===== src/hw/sie_pkg.sv =====
`default_nettype none

package sie_pkg;

	// Register map of the processor bus
	localparam logic [5:0] REG_LINE_STATE = 6'h00;
	localparam logic [5:0] REG_DISCON     = 6'h01;
	localparam logic [5:0] REG_TX_DATA    = 6'h02; // Write only
	localparam logic [5:0] REG_TX_CREDITS = 6'h03;
	localparam logic [5:0] REG_RX_DATA    = 6'h05;
	localparam logic [5:0] REG_RX_STATUS  = 6'h06; // Bit 0 pending, bit 1 active, bit 2 error
	localparam logic [5:0] REG_GEN_RESET  = 6'h07;

	// Bit timing on a 48 MHz clock for the 12 Mb/s full-speed line
	localparam int CLKS_PER_BIT = 4;

	localparam int TX_DEPTH = 2;    // Transmit buffer entries and initial credits
	localparam int STUFF_LIMIT = 6; // Ones allowed before a zero is stuffed
	localparam int DISCON_BITS = 16;

	// Line state is {D-, D+}
	localparam logic [1:0] LS_SE0 = 2'b00;
	localparam logic [1:0] LS_J   = 2'b01;
	localparam logic [1:0] LS_K   = 2'b10;

	localparam logic [7:0] SYNC_BYTE = 8'h80; // KJKJKJKK on the line, LSB first

endpackage

`default_nettype wire


===== src/hw/sie_regs.sv =====
`timescale 1ns/100ps
`default_nettype none

module sie_regs (
	input logic usb_clk,
	input logic usb_rst,

	input logic io_re,
	input logic io_we,
	input logic [5:0] io_a,
	input logic [7:0] io_di,
	output logic [7:0] io_do,

	output logic tx_push,
	output logic [7:0] tx_byte,
	input logic tx_credit,
	output logic gen_reset,

	input logic rx_valid,
	input logic [7:0] rx_byte,
	input logic rx_active,
	input logic rx_error,
	input logic [1:0] line_state,
	input logic discon
);

	import sie_pkg::*;

	localparam int CW = $clog2(TX_DEPTH + 1);

	logic [CW-1:0] credits;
	logic [7:0] rx_data;
	logic rx_pending;

	// A write only reaches the transmitter when a buffer slot is known to be free
	assign tx_push = io_we && (io_a == REG_TX_DATA) && (credits != '0);
	assign tx_byte = io_di;

	always_ff @(posedge usb_clk) begin
		if (usb_rst) begin
			credits <= CW'(TX_DEPTH);
		end else if (tx_push && !tx_credit) begin
			credits <= credits - CW'(1);
		end else if (tx_credit && !tx_push) begin
			credits <= credits + CW'(1); // Slot freed as the shifter took a byte
		end
	end

	always_ff @(posedge usb_clk) begin
		if (usb_rst) begin
			gen_reset <= 1'b0;
		end else if (io_we && (io_a == REG_GEN_RESET)) begin
			gen_reset <= io_di[0];
		end
	end

	// With no back-pressure a new byte simply replaces an unread one
	always_ff @(posedge usb_clk) begin
		if (rx_valid) begin
			rx_data <= rx_byte;
		end
	end

	always_ff @(posedge usb_clk) begin
		if (usb_rst) begin
			rx_pending <= 1'b0;
		end else if (rx_valid) begin
			rx_pending <= 1'b1;
		end else if (io_re && (io_a == REG_RX_DATA)) begin
			rx_pending <= 1'b0; // Reading the data acknowledges it
		end
	end

	always_ff @(posedge usb_clk) begin
		if (usb_rst) begin
			io_do <= 8'd0;
		end else begin
			case (io_a)
				REG_LINE_STATE: io_do <= {6'd0, line_state};
				REG_DISCON: io_do <= {7'd0, discon};
				REG_TX_CREDITS: io_do <= 8'(credits);
				REG_RX_DATA: io_do <= rx_data;
				REG_RX_STATUS: io_do <= {5'd0, rx_error, rx_active, rx_pending};
				REG_GEN_RESET: io_do <= {7'd0, gen_reset};
				default: io_do <= 8'd0; // Unmapped addresses read as zero
			endcase
		end
	end

endmodule

`default_nettype wire


===== src/hw/sie_rx.sv =====
`timescale 1ns/100ps
`default_nettype none

module sie_rx (
	input logic usb_clk,
	input logic usb_rst,

	input logic dp_in,
	input logic dm_in,

	output logic rx_valid,
	output logic [7:0] rx_byte,
	output logic rx_active,
	output logic rx_error,
	output logic [1:0] line_state,
	output logic discon
);

	import sie_pkg::*;

	localparam int PHW = $clog2(CLKS_PER_BIT);
	localparam int DW = $clog2(DISCON_BITS * CLKS_PER_BIT + 1);
	localparam logic [1:0] R_HUNT = 2'd0;
	localparam logic [1:0] R_DATA = 2'd1;
	localparam logic [1:0] R_EOP  = 2'd2;

	logic [1:0] ls_meta;
	logic [1:0] ls;
	logic [1:0] ls_prev;
	logic [PHW-1:0] phase;
	logic [DW-1:0] se0_cnt;
	logic [1:0] state;
	logic [7:0] hunt_sh;
	logic [7:0] data_sh;
	logic [2:0] bit_idx;
	logic [2:0] ones;
	logic prev_k;
	logic sample;
	logic line_se0;
	logic line_k;
	logic nrzi_bit;
	logic stuff;
	logic take;

	always_ff @(posedge usb_clk) begin
		if (usb_rst) begin
			ls_meta <= LS_J;
			ls <= LS_J;
			ls_prev <= LS_J;
		end else begin
			ls_meta <= {dm_in, dp_in}; // Two-stage synchronizer
			ls <= ls_meta;
			ls_prev <= ls;
		end
	end

	assign line_state = ls;
	assign line_se0 = (ls == LS_SE0);
	assign line_k = (ls == LS_K);
	assign nrzi_bit = (line_k == prev_k); // No transition decodes as a one
	assign stuff = (ones == 3'(STUFF_LIMIT));
	assign sample = (phase == PHW'(CLKS_PER_BIT / 2 - 1)); // Middle of the bit time
	assign take = sample && (state == R_DATA) && !line_se0 && !(stuff && !nrzi_bit);

	// Every line transition realigns the bit clock
	always_ff @(posedge usb_clk) begin
		if (usb_rst || (ls != ls_prev)) begin
			phase <= '0;
		end else if (phase == PHW'(CLKS_PER_BIT - 1)) begin
			phase <= '0;
		end else begin
			phase <= phase + PHW'(1);
		end
	end

	always_ff @(posedge usb_clk) begin
		if (usb_rst) begin
			se0_cnt <= '0;
			discon <= 1'b0;
		end else if (line_se0) begin
			if (se0_cnt == DW'(DISCON_BITS * CLKS_PER_BIT)) discon <= 1'b1;
			else se0_cnt <= se0_cnt + DW'(1);
		end else begin
			se0_cnt <= '0;
			if (ls == LS_J) discon <= 1'b0;
		end
	end

	always_ff @(posedge usb_clk) begin
		if (take) begin
			data_sh <= {nrzi_bit, data_sh[7:1]};
			if (bit_idx == 3'd7) rx_byte <= {nrzi_bit, data_sh[7:1]};
		end
	end

	always_ff @(posedge usb_clk) begin
		if (usb_rst) begin
			state <= R_HUNT;
			hunt_sh <= 8'hFF;
			bit_idx <= 3'd0;
			ones <= 3'd0;
			prev_k <= 1'b0;
			rx_valid <= 1'b0;
			rx_active <= 1'b0;
			rx_error <= 1'b0;
		end else begin
			rx_valid <= 1'b0;
			if (sample) begin
				prev_k <= line_k; // SE0 leaves the decoder expecting J
				case (state)
					R_HUNT: begin
						hunt_sh <= line_se0 ? 8'hFF : {nrzi_bit, hunt_sh[7:1]};
						if (!line_se0 && ({nrzi_bit, hunt_sh[7:1]} == SYNC_BYTE)) begin
							state <= R_DATA;
							rx_active <= 1'b1;
							rx_error <= 1'b0;
							bit_idx <= 3'd0;
							ones <= 3'd1; // Last SYNC bit counts toward stuffing
						end
					end
					R_DATA: begin
						if (line_se0) begin
							state <= R_EOP;
							if (bit_idx != 3'd0) rx_error <= 1'b1;
						end else if (stuff && !nrzi_bit) begin
							ones <= 3'd0; // Stuffed zero is dropped
						end else begin
							if (stuff) rx_error <= 1'b1; // Seventh one in a row
							if (!nrzi_bit) ones <= 3'd0;
							else if (!stuff) ones <= ones + 3'd1;
							bit_idx <= bit_idx + 3'd1;
							if (bit_idx == 3'd7) rx_valid <= 1'b1;
						end
					end
					R_EOP: begin
						if (!line_se0) begin
							state <= R_HUNT;
							rx_active <= 1'b0;
							hunt_sh <= 8'hFF;
						end
					end
					default: state <= R_HUNT;
				endcase
			end
		end
	end

endmodule

`default_nettype wire


===== src/hw/sie_top.sv =====
`timescale 1ns/100ps
`default_nettype none

module sie_top (
	input logic usb_clk,
	input logic usb_rst,

	input logic io_re,
	input logic io_we,
	input logic [5:0] io_a,
	input logic [7:0] io_di,
	output logic [7:0] io_do,

	output logic dp_out,
	output logic dm_out,
	output logic line_oe,
	input logic dp_in,
	input logic dm_in
);

	logic tx_push;
	logic [7:0] tx_byte;
	logic tx_credit;
	logic gen_reset;
	logic rx_valid;
	logic [7:0] rx_byte;
	logic rx_active;
	logic rx_error;
	logic [1:0] line_state;
	logic discon;

	sie_regs regs (
		.usb_clk(usb_clk),
		.usb_rst(usb_rst),
		.io_re(io_re),
		.io_we(io_we),
		.io_a(io_a),
		.io_di(io_di),
		.io_do(io_do),
		.tx_push(tx_push),
		.tx_byte(tx_byte),
		.tx_credit(tx_credit),
		.gen_reset(gen_reset),
		.rx_valid(rx_valid),
		.rx_byte(rx_byte),
		.rx_active(rx_active),
		.rx_error(rx_error),
		.line_state(line_state),
		.discon(discon)
	);

	sie_tx tx (
		.usb_clk(usb_clk),
		.usb_rst(usb_rst),
		.tx_push(tx_push),
		.tx_byte(tx_byte),
		.tx_credit(tx_credit),
		.gen_reset(gen_reset),
		.dp_out(dp_out),
		.dm_out(dm_out),
		.line_oe(line_oe)
	);

	sie_rx rx (
		.usb_clk(usb_clk),
		.usb_rst(usb_rst),
		.dp_in(dp_in),
		.dm_in(dm_in),
		.rx_valid(rx_valid),
		.rx_byte(rx_byte),
		.rx_active(rx_active),
		.rx_error(rx_error),
		.line_state(line_state),
		.discon(discon)
	);

endmodule

`default_nettype wire


===== src/hw/sie_tx.sv =====
`timescale 1ns/100ps
`default_nettype none

module sie_tx (
	input logic usb_clk,
	input logic usb_rst,

	input logic tx_push,
	input logic [7:0] tx_byte,
	output logic tx_credit,
	input logic gen_reset,

	output logic dp_out,
	output logic dm_out,
	output logic line_oe
);

	import sie_pkg::*;

	localparam int PW = (TX_DEPTH > 1) ? $clog2(TX_DEPTH) : 1;
	localparam int CW = $clog2(TX_DEPTH + 1);
	localparam int TW = $clog2(CLKS_PER_BIT);
	localparam logic [1:0] S_IDLE = 2'd0;
	localparam logic [1:0] S_SYNC = 2'd1;
	localparam logic [1:0] S_DATA = 2'd2;
	localparam logic [1:0] S_EOP  = 2'd3;

	logic [7:0] fifo_mem [TX_DEPTH];
	logic [PW-1:0] wr_ptr;
	logic [PW-1:0] rd_ptr;
	logic [CW-1:0] fill;
	logic [TW-1:0] clk_cnt;
	logic [1:0] state;
	logic [7:0] shreg;
	logic [2:0] bit_idx;
	logic [2:0] ones;
	logic [1:0] eop_cnt;
	logic lvl; // 1 drives J, 0 drives K
	logic se0;
	logic oe;
	logic tick;
	logic stuff;
	logic pop;

	function automatic logic [PW-1:0] ptr_next(input logic [PW-1:0] p);
		return (p == PW'(TX_DEPTH - 1)) ? '0 : p + PW'(1);
	endfunction

	assign tick = (clk_cnt == TW'(CLKS_PER_BIT - 1));
	assign stuff = (ones == 3'(STUFF_LIMIT)); // Next bit time carries a stuffed zero
	assign pop = tick && ((state == S_SYNC) || (state == S_DATA)) && !stuff &&
		(bit_idx == 3'd7) && (fill != '0);
	assign tx_credit = pop;

	always_ff @(posedge usb_clk) begin
		if (usb_rst || tick) begin
			clk_cnt <= '0;
		end else begin
			clk_cnt <= clk_cnt + TW'(1);
		end
	end

	always_ff @(posedge usb_clk) begin
		if (tx_push) begin
			fifo_mem[wr_ptr] <= tx_byte;
		end
	end

	always_ff @(posedge usb_clk) begin
		if (usb_rst) begin
			wr_ptr <= '0;
			rd_ptr <= '0;
			fill <= '0;
		end else begin
			if (tx_push) wr_ptr <= ptr_next(wr_ptr);
			if (pop) rd_ptr <= ptr_next(rd_ptr);
			if (tx_push && !pop) fill <= fill + CW'(1);
			else if (pop && !tx_push) fill <= fill - CW'(1);
		end
	end

	always_ff @(posedge usb_clk) begin
		if (tick && (state == S_IDLE)) begin
			shreg <= SYNC_BYTE;
		end else if (pop) begin
			shreg <= fifo_mem[rd_ptr];
		end else if (tick && (state != S_EOP) && !stuff) begin
			shreg <= shreg >> 1;
		end
	end

	always_ff @(posedge usb_clk) begin
		if (usb_rst) begin
			state <= S_IDLE;
			bit_idx <= 3'd0;
			ones <= 3'd0;
			eop_cnt <= 2'd0;
			lvl <= 1'b1;
			se0 <= 1'b0;
			oe <= 1'b0;
		end else if (tick) begin
			case (state)
				S_IDLE: begin
					if ((fill != '0) && !gen_reset) begin
						state <= S_SYNC; // One driven J precedes the SYNC
						oe <= 1'b1;
						bit_idx <= 3'd0;
						ones <= 3'd0;
					end
				end
				S_SYNC, S_DATA: begin
					if (stuff) begin
						lvl <= !lvl;
						ones <= 3'd0;
					end else begin
						if (shreg[0]) begin
							ones <= ones + 3'd1;
						end else begin
							lvl <= !lvl; // NRZI sends a zero as a transition
							ones <= 3'd0;
						end
						bit_idx <= bit_idx + 3'd1;
						if (bit_idx == 3'd7) begin
							if (fill != '0) begin
								state <= S_DATA;
							end else begin
								state <= S_EOP;
								eop_cnt <= 2'd0;
							end
						end
					end
				end
				S_EOP: begin
					if (stuff) begin
						lvl <= !lvl; // Trailing stuffed zero goes out before SE0
						ones <= 3'd0;
					end else begin
						eop_cnt <= eop_cnt + 2'd1;
						case (eop_cnt)
							2'd0: se0 <= 1'b1;
							2'd2: begin
								se0 <= 1'b0;
								lvl <= 1'b1;
							end
							2'd3: begin
								oe <= 1'b0;
								state <= S_IDLE;
							end
							default: ;
						endcase
					end
				end
				default: state <= S_IDLE;
			endcase
		end
	end

	// A forced bus reset overrides whatever the FSM is driving
	assign line_oe = oe || gen_reset;
	assign dp_out = lvl && !se0 && !gen_reset;
	assign dm_out = !lvl && !se0 && !gen_reset;

endmodule

`default_nettype wire


===== config.mk =====
export PLATFORM = sky130hd
export DESIGN_NAME = sie_top
export DESIGN_NICKNAME = d
export VERILOG_FILES = /design/src/hw/sie_pkg.sv /design/src/hw/sie_regs.sv /design/src/hw/sie_rx.sv /design/src/hw/sie_top.sv /design/src/hw/sie_tx.sv
export SDC_FILE = /design/constraint.sdc
export NUM_CORES = 1
export LEC_CHECK = 0
export ABC_CLOCK_PERIOD_IN_PS = 3600
export BUFFER_PORTS_ARGS = -buffer_cell sky130_fd_sc_hd__buf_2
export CAP_MARGIN = 20
export CORE_MARGIN = 4
export CORE_UTILIZATION = 40
export DETAILED_ROUTE_END_ITERATION = 10
export HOLD_SLACK_MARGIN = 0.05
export PLACE_DENSITY = 0.57
export SLEW_MARGIN = 20
export SYNTH_ARGS = -nofsm -noshare
export SYNTH_HDL_FRONTEND = slang
export SYNTH_SLANG_ARGS = --single-unit
export TNS_END_PERCENT = 50

===== constraint.sdc =====
create_clock -name usb_clk -period 3.6 [get_ports usb_clk]
set_input_delay 0.54 -clock usb_clk [delete_from_list [all_inputs] [get_ports usb_clk]]
set_output_delay 0.54 -clock usb_clk [all_outputs]
set_load 0.03 [all_outputs]

==> run_results.csv, run 1 <==
group,metric,value,unit
outcome,outcome,"finished clean",
critical_path,crit_arrival,2.86,ns
sta,setup_viol,0,
final_layout,nNetsFinal,529,
die,die_x,118,um
detailed_routing,wl_per_cell,14.0,um
final_layout,fillers,1058,
cts,clkTransAtPathRegs,0.05,ns
detailed_routing,vias,3346,
final_layout,syn_to_final_growth,16.6,%
cts,cts_resized,0,
min_path,min_path_type,"input port to flip-flop",
grt,grt_use_met1,16.6,%
detailed_routing,first_pass_iters,4,
place,io_buffers,30,
sta,post-route-period-util,71.9,%
critical_path,crit_fanout,18,
sta,worst_slew_pin_slew,0.701,ns
synthesis,synth_flop_cell,"dfxtp_1",
final_layout,n_antenna_cell,0,
synthesis,yosysWarnings,0,
final_layout,regArea,0.00267,sq mm
cts,insertion_delay,0.41,ns
critical_path,worst_setup_path_end_kind,"flip-flop",
detailed_routing,drt_iter0_markers,177,
critical_path,critPathKind,"flip-flop to flip-flop",
die,rows,39,
sta,finalWorstPathRequiredPeriod,2.59,ns
grt,grt_busiest_layer,"met2",
synthesis,ys_seq_area_share,55.1,%
place,gp_congestion,0.805,
cts,cts_setup_buffers,0,
synthesis,syn_nets,495,
cts,numCtsBuffers,17,
sta,fmax,386,MHz
sta,maxSlewViolCount,0,
synthesis,synth.avg_cell_area,10.7,sq um
detailed_routing,routed_wl,9050,um
grt,grt_pass1_wl,15600,um
detailed_routing,viasPerCell,5.19,
final_layout,final_cell_mix,"dfxtp_1 (75), nor2_1 (47), edfxtp_1 (39), buf_2 (30), nor3_1 (22)",
cts,cts_hold_buffers,0,
synthesis,async_reset_ff_share,0,%
synthesis,synth_area,0.00485,sq mm
detailed_routing,drc,0,
grt,overflow,0,
synthesis,ys_ff_latch,114,
critical_path,worstSetupStartpointType,"flip-flop",
power_and_ir_drop,ir_worst_vdd,0.000313,V
cts,htree_levels,4,
sta,finalSetupTns,0,ns
power_and_ir_drop,powerDensity,532,mW/mm^2
cts,clock-root-buffer,"clkbuf_16",
grt,antenna_found_initial,1,
grt,use_met2,22.5,%
sta,holdWs,0.310,ns
critical_path,crit_required,3.87,ns
die,start_util,41.6,%
grt,grt_max_degree,35,
final_layout,drive_gt1_share,15.3,%
die,die_y,118,um
die,die-area,0.0139,sq mm
cts,cts.sinks,114,
sta,relSlewSlack,52.8,%
grt,grtUsageTotal,14.1,%
place,hpwlAfterDp,6320,um
final_layout,stdcell_count,645,
cts,cts_tree,"built",
die,io_pins,31,
synthesis,syn-instance-count,455,
place,placed_cells,613,
detailed_routing,ant_nets,0,
sta,finClkSkew,0.0131,ns
job,maxCapViolCount,0,
sta,final_hold_viol_count,0,
cts,max-clock-path-buffers,2,
sta,rsz0062_at_grt,"no",
grt,grt_pass1_vias,3321,
synthesis,synth.distinct_cells,61,
power_and_ir_drop,p_leak,2.06,nW
synthesis,synth_edf_count,39,
final_layout,final_common_cell,"dfxtp_1",
grt,met3_usage,5.24,%
final_layout,multiInputGateArea,0.00201,sq mm
die,coreArea,0.0117,sq mm
==> logic make-up after synthesis <==
family	count (synthesis)	synth area share, %
and+or+nand+nor	167	18.1
DFF	114	55.1
adders and majority gates	20	5.16
AOI/OAI and AO/OA	83	11.8
muxes	17	3.54
buffers and inverters	39	3.48
xor gates and xnor gates	15	2.86
==> per-layer routing <==
layer	share of wire (%)	up-vias
li1	-	1691
met1	46	1586
met2	49	48
met3	3.2	19
met4	2.1	2
met5	0.13	-
==> flip-flops by register name, summed over array words and instances (netlist names), 3 cells and up, named ones only <==
signal / count
rx.hunt_sh: 7
tx.shreg: 8
tx.fifo_mem: 16
rx.se0_cnt: 7
rx.data_sh: 7
rx.bit_idx: 3
tx.ones: 3
rx.rx_byte: 8
tx.bit_idx: 3
regs.rx_data: 8
rx.ones: 3
regs.io_do: 8
==> area by class of cell <==
cell class,instances,area share (%)
inverters,21,1.39
repair buffers,33,3.05
well taps,143,3.16
flip-flops and latches,114,47.3
clock buffers,18,7.59
multi-input cells,302,35.5
clock inverters,14,2.06
==> stage by stage <==
stage | setup WS, ns | cell area [sq um] | power (mW) | utilization, %
2_1_floorplan | 1.02 | 4850 | 1.49 | -
6_report | 1.01 | 5660 | 3.01 | 48.5
4_1_cts | 1.01 | 5660 | 3.05 | 48.5
3_5_place_dp | 0.910 | 5110 | 1.53 | 43.8
5_1_grt | 0.749 | 5660 | 3.13 | 48.5
3_3_place_gp | 0.985 | 5110 | 1.52 | 43.8
==> worst max-delay path, stage by stage, from the launching register on <==
cell and delay (ns):
dfxtp_1 0.34, inv_1 0.05, ha_1 0.43, inv_1 0.13, nor2_1 0.17, nand4_1 0.11, buf_4 0.22, ha_1 0.39
o21ai_0 0.18, or3b_2 0.44
==> power breakdown <==
part / internal, mW / switching (mW) / total [mW]
combinational: 0.0536 / 0.0681 / 0.122
clock: 0.940 / 0.571 / 1.51
sequential: 1.36 / 0.0178 / 1.38
==> synthesized netlist by cell type, drive strengths merged, types with 2 or more instances <==
cell    count  area share [%]
dfxtp      75              31
nor2       48             3.8
edfxtp     39              24
nor3       22             2.3
inv        21             1.6
a21oi      20             2.1
ha         20             5.2
nor2b      19             2.5
o21ai      19             2.0
a211oi     17             2.6
nand2      17             1.3
mux2i      16             3.3
nand3      12             1.2
clkbuf     11            0.85
xor2       11             2.1
and2       10             1.3
buf         7             1.0
and3        6            0.88
or2         6            0.77
a311oi      5            0.90
nand2b      5            0.65
nand3b      4            0.62
nor4        4            0.65
xnor2       4            0.72
nor3b       3            0.46
o21bai      3            0.46
or3         3            0.39
or4         3            0.46
a21boi      2            0.39
a31oi       2            0.26
nand4       2            0.26
o221ai      2            0.72
==> final timing paths <==
kind,start,to,slack (ns),depth (start not counted)
worst max-delay path,tx.state[1],regs.credits[1],1.01,9
worst min-delay path,dp_in,rx.ls_meta[0],0.31,2
worst max register to register,tx.state[1],regs.credits[1],1.01,9
worst min register to register,rx.ls_meta[0],rx.line_state[0],0.42,1
No activity file was read; power rests on OpenSTA's default activity.
==> run 2: changes to the inputs <==
ABC_CLOCK_PERIOD_IN_PS = 2200   (was 3600)
PLACE_DENSITY = 0.6   (was 0.57)
clock period = 2.2 ns   (was 3.6 ns; I/O delays follow)
==> run 2 against run 1 <==
Non-clock buffer count rose by 14. Wire length up 2.3%. Die area is the same. Sequential power rose by 63%. Sequential share of layout area down 1.7 points. Sequential cell count unchanged. Largest power group unchanged.
==> run_results.csv, run 2 (same netlist as run 1, synthesis figures left out) <==
group,metric,value,unit
critical_path,critical-path-slowest-cell,"or3b_4",
final_layout,final_common_cell,"dfxtp_1",
die,die_y,118,um
final_layout,multiInputGateArea,0.00202,sq mm
cts,cts_setup_buffers,0,
critical_path,crit_family,"simple AND/OR/NAND/NOR gates",
final_layout,nNetsFinal,543,
die,start_util,41.6,%
place,placed_cells,627,
grt,grt_use_met1,16.6,%
sta,finClkSkew,0.00972,ns
sta,setup_viol,0,
min_path,hold_path_end,"rx.ls_meta[0]",
cts,max-clock-path-buffers,2,
critical_path,crit_arrival,2.32,ns
grt,overflow,0,
cts,cts_hold_buffers,0,
detailed_routing,drt_iter0_markers,134,
final_layout,n_antenna_cell,0,
power_and_ir_drop,ir_worst_vdd,0.000570,V
min_path,hold_depth,2,
critical_path,critPathBufInv,1,
grt,use_met2,24.6,%
detailed_routing,viasPerCell,5.08,
critical_path,worst_setup_path_end_kind,"flip-flop",
final_layout,fillers,1054,
die,rows,39,
power_and_ir_drop,powerDensity,915,mW/mm^2
detailed_routing,drc,0,
detailed_routing,routed_wl,9250,um
sta,final_hold_viol_count,0,
min_path,min_path_type,"input port to flip-flop",
final_layout,final_cell_mix,"dfxtp_1 (73), nor2_1 (46), edfxtp_1 (39), buf_2 (30), nor3_1 (22)",
critical_path,critPathKind,"flip-flop to flip-flop",
outcome,outcome,"finished clean",
sta,rsz0062_at_grt,"no",
sta,fmax,490,MHz
min_path,hp-start,"dp_in",
cts,clkTransAtPathRegs,0.05,ns
grt,grt_busiest_layer,"met2",
final_layout,syn_to_final_growth,21.0,%
sta,finalSetupTns,0,ns
critical_path,crit_required,2.48,ns
critical_path,r2r_start,"tx.ones[0]",
power_and_ir_drop,total_power,5.37,mW
critical_path,regToRegSetupSlack,0.16,ns
critical_path,worstSetupStartpointType,"flip-flop",
critical_path,max_stage_delay,0.38,ns
final_layout,drive_gt1_share,19.0,%
sta,worst_slew_pin_slew,0.477,ns
final_layout,max_flop_register,"tx.fifo_mem",
cts,cts.sinks,114,
detailed_routing,ant_nets,0,
sta,maxSlewViolCount,0,
power_and_ir_drop,p_leak,2.19,nW
place,hpwlAfterDp,6520,um
final_layout,largest_reg_flops,16,
die,coreArea,0.0117,sq mm
sta,post-route-period-util,92.8,%
die,io_pins,31,
critical_path,r2r_cells,8,
grt,grtUsageTotal,14.6,%
place,io_buffers,30,
place,gp_congestion,0.829,
critical_path,cp_cell_sequence,"inv_1, ha_1, nand2_1, nand4_1, ha_4, xnor2_1, o21ai_1, or3b_4",
final_layout,stdcell_count,659,
grt,grt_pass1_vias,3542,
job,maxCapViolCount,0,
grt,grt_pass1_wl,16400,um
detailed_routing,first_pass_iters,4,
grt,grt_max_degree,23,
cts,numCtsBuffers,17,
cts,clock-root-buffer,"clkbuf_16",
final_layout,regArea,0.00268,sq mm
die,die-area,0.0139,sq mm
place,place_ws,0.0797,ns
cts,insertion_delay,0.41,ns
critical_path,crit_fanout,5,
die,die_x,118,um
sta,relSlewSlack,68.0,%
critical_path,r2r_end,"regs.credits[1]",
detailed_routing,vias,3351,
detailed_routing,wl_per_cell,14.0,um
grt,antenna_found_initial,1,
cts,cts_resized,0,
sta,finalWorstPathRequiredPeriod,2.04,ns
cts,htree_levels,4,
grt,met3_usage,5.24,%
sta,setup_slack,0.159,ns
cts,cts_tree,"built",
-- run 2: cell count changes in the layout (fill, tap and decap cells not counted), sizes merged --
cell	change
clkinv	-6
clkbuf	+5
clkinvlp	-1
buf	+14
inv	-1
bufinv	+3
-- run 2: where the power goes --
group          internal, mW  switching [mW]
logic                0.0990           0.118
clock network          1.98           0.923
registers              2.22          0.0250
-- run 2: worst max path at each step --
stage,endpoint,start,depth (start not counted),slack (ns)
2_1_floorplan,regs.credits[1],tx.state[1],11,-0.04
3_3_place_gp,regs.credits[1],io_a[3],8,0.10
3_5_place_dp,regs.credits[1],io_a[3],8,0.08
4_1_cts,regs.credits[1],tx.ones[0],8,0.10
5_1_grt,regs.credits[1],tx.state[0],9,0.001
6_report,regs.credits[1],tx.ones[0],8,0.16
-- run 2: final cells by class --
| type | count | share of cell area [%] |
|---|---|---|
| clock buffers | 23 | 8.15 |
| clock inverters | 9 | 2.62 |
| inverters | 21 | 1.34 |
| multi-input cells | 302 | 34.5 |
| flip-flops and latches | 114 | 45.6 |
| well taps | 143 | 3.05 |
| repair buffers | 47 | 4.73 |
-- run 2: through the flow --
step | cell area (sq um) | hold slack (ns) | util, %
3_5_place_dp | 5240 | 0.395 | 44.9
4_1_cts | 5870 | 0.0957 | 50.3
6_report | 5870 | 0.107 | 50.3
5_1_grt | 5870 | 0.100 | 50.3
2_1_floorplan | 4880 | 0.389 | -
3_3_place_gp | 5240 | 0.398 | 44.9
-- run 2: routing by layer --
layer | wire [um] | vias up
li1 | - | 1715
met5 | 11 | -
met1 | 4000 | 1585
met4 | 116 | 2
met2 | 4750 | 38
met3 | 374 | 11
==> run 3: changes to the inputs <==
BUFFER_PORTS_ARGS = unset   (was -buffer_cell sky130_fd_sc_hd__buf_2)
DONT_BUFFER_PORTS = 1   (was unset)
PLACE_DENSITY = 0.57   (was 0.6)
==> run 3 against run 2 <==
Clock power down 4%. Critical path depth up 1. Clock skew down 0.0043 ns. Sequential power is essentially flat. Largest power group unchanged. Design area shrank 0.19%. Wire length down 0.55%.
==> run_results.csv, run 3 (same netlist as run 1, synthesis figures left out) <==
group,metric,value,unit
sta,fmax,500,MHz
final_layout,final_common_cell,"dfxtp_1",
grt,grt_pass1_wl,16100,um
place,placed_cell_area,0.00511,sq mm
detailed_routing,drc,0,
die,die_x,118,um
die,die_y,118,um
cts,htree_levels,4,
cts,cts.sinks,114,
sta,rsz0062_at_grt,"no",
final_layout,regArea,0.00268,sq mm
grt,grt_max_degree,46,
final_layout,max_flop_register,"tx.fifo_mem",
place,hpwlAfterDp,6260,um
job,maxCapViolCount,0,
sta,worst_slew_pin_slew,0.470,ns
die,coreArea,0.0117,sq mm
cts,insertion_delay,0.41,ns
final_layout,multiInputGateArea,0.00202,sq mm
final_layout,final_area,0.00586,sq mm
sta,setup_viol,0,
grt,grtUsageTotal,14.5,%
critical_path,worstSetupStartpointType,"flip-flop",
final_layout,nNetsFinal,529,
outcome,outcome,"finished clean",
final_layout,drive_gt1_share,14.3,%
place,io_buffers,0,
power_and_ir_drop,p_leak,2.11,nW
detailed_routing,top_layer_used,"met4",
detailed_routing,wl_met1,4120,um
detailed_routing,routed_wl,9200,um
cts,cts_setup_buffers,0,
sta,relSlewSlack,68.6,%
cts,cts_hold_buffers,13,
final_layout,n_antenna_cell,0,
detailed_routing,route.met3.wl,408,um
critical_path,worst_setup_path_end_kind,"flip-flop",
min_path,min_path_type,"input port to flip-flop",
cts,clock-root-buffer,"clkbuf_16",
final_layout,largest_reg_flops,16,
final_layout,syn_to_final_growth,20.8,%
detailed_routing,wl_met2,4430,um
critical_path,crit_arrival,2.28,ns
sta,finClkSkew,0.00538,ns
detailed_routing,viasPerCell,5.11,
cts,numCtsBuffers,17,
sta,final_hold_viol_count,0,
final_layout,stdcell_count,645,
cts,cts_resized,0,
grt,antenna_found_initial,0,
sta,finalWorstPathRequiredPeriod,2.00,ns
die,rows,39,
power_and_ir_drop,ir_worst_vdd,0.000439,V
power_and_ir_drop,powerDensity,894,mW/mm^2
cts,clkTransAtPathRegs,0.05,ns
final_layout,final_cell_mix,"dfxtp_1 (73), nor2_1 (46), edfxtp_1 (39), nor3_1 (22)",
detailed_routing,wl_per_cell,14.3,um
detailed_routing,first_pass_iters,4,
die,start_util,41.6,%
critical_path,crit_fanout,3,
critical_path,critPathKind,"flip-flop to flip-flop",
cts,cts_tree,"built",
sta,maxSlewViolCount,0,
detailed_routing,ant_nets,0,
grt,grt_pass1_vias,3397,
critical_path,crit_required,2.49,ns
place,gp_congestion,0.805,
detailed_routing,drt_iter0_markers,170,
final_layout,fillers,1053,
place,placed_cells,600,
die,io_pins,31,
cts,max-clock-path-buffers,2,
sta,post-route-period-util,90.8,%
detailed_routing,vias,3299,
grt,overflow,0,
die,die-area,0.0139,sq mm
## run 3: cell count changes in the layout (fill, tap and decap cells not counted)
cell / delta
dlygate4sd3_1: +12
bufinv_16: -1
clkinv_4: -1
buf_2: -30
buf_12: +1
buf_4: +3
clkinvlp_4: +2
## run 3: power by group
part,total (mW),switching (mW),internal (mW)
Clock,2.78,0.914,1.86
Sequential,2.25,0.0281,2.22
Combinational,0.207,0.105,0.103
Total,5.24,1.05,4.19
## run 3: per-layer routing
metal / vias up / global-route usage, %
met5: - / 0
met4: 0 / 7.99
met3: 20 / 5.43
met2: 38 / 23.3
met1: 1552 / 16.7
li1: 1689 / -
## run 3: worst max-delay path: stages (launching register included)
cell	delay (ns)
dfxtp_2	0.33
inv_1	0.04
ha_1	0.31
inv_2	0.05
nor2_2	0.10
nand4_1	0.19
ha_4	0.23
xnor2_1	0.13
o21ai_1	0.12
or3b_4	0.37
## run 3: final timing paths
path | start | end | slack (ns) | depth (start not counted)
max | tx.state[1] | regs.credits[1] | 0.20 | 9
min | io_di[0] | regs.gen_reset | 0.09 | 2
max reg2reg | tx.state[1] | regs.credits[1] | 0.20 | 9
min reg2reg | rx.rx_byte[2] | regs.rx_data[2] | 0.41 | 0
## run 3: per-stage QoR
step | utilization [%] | power [mW] | hold slack (ns) | TNS, ns | worst slack (ns)
after floorplan | - | 2.44 | 0.389 | -0.0368 | -0.0368
after global placement | 43.8 | 2.46 | 0.401 | 0 | 0.238
after detailed placement | 43.8 | 2.46 | 0.407 | 0 | 0.198
after CTS | 50.2 | 5.30 | 0.0772 | 0 | 0.185
after global routing | 50.2 | 5.45 | 0.0945 | 0 | 0.0708
final | 50.2 | 5.24 | 0.0892 | 0 | 0.202
## run 3: area by class of cell
cell class / instances / area share (%)
well taps: 143 / 3.06
repair buffers: 33 / 4.96
flip-flops and latches: 114 / 45.7
inverters: 21 / 1.35
clock buffers: 23 / 8.16
clock inverters: 9 / 2.22
multi-input cells: 302 / 34.6
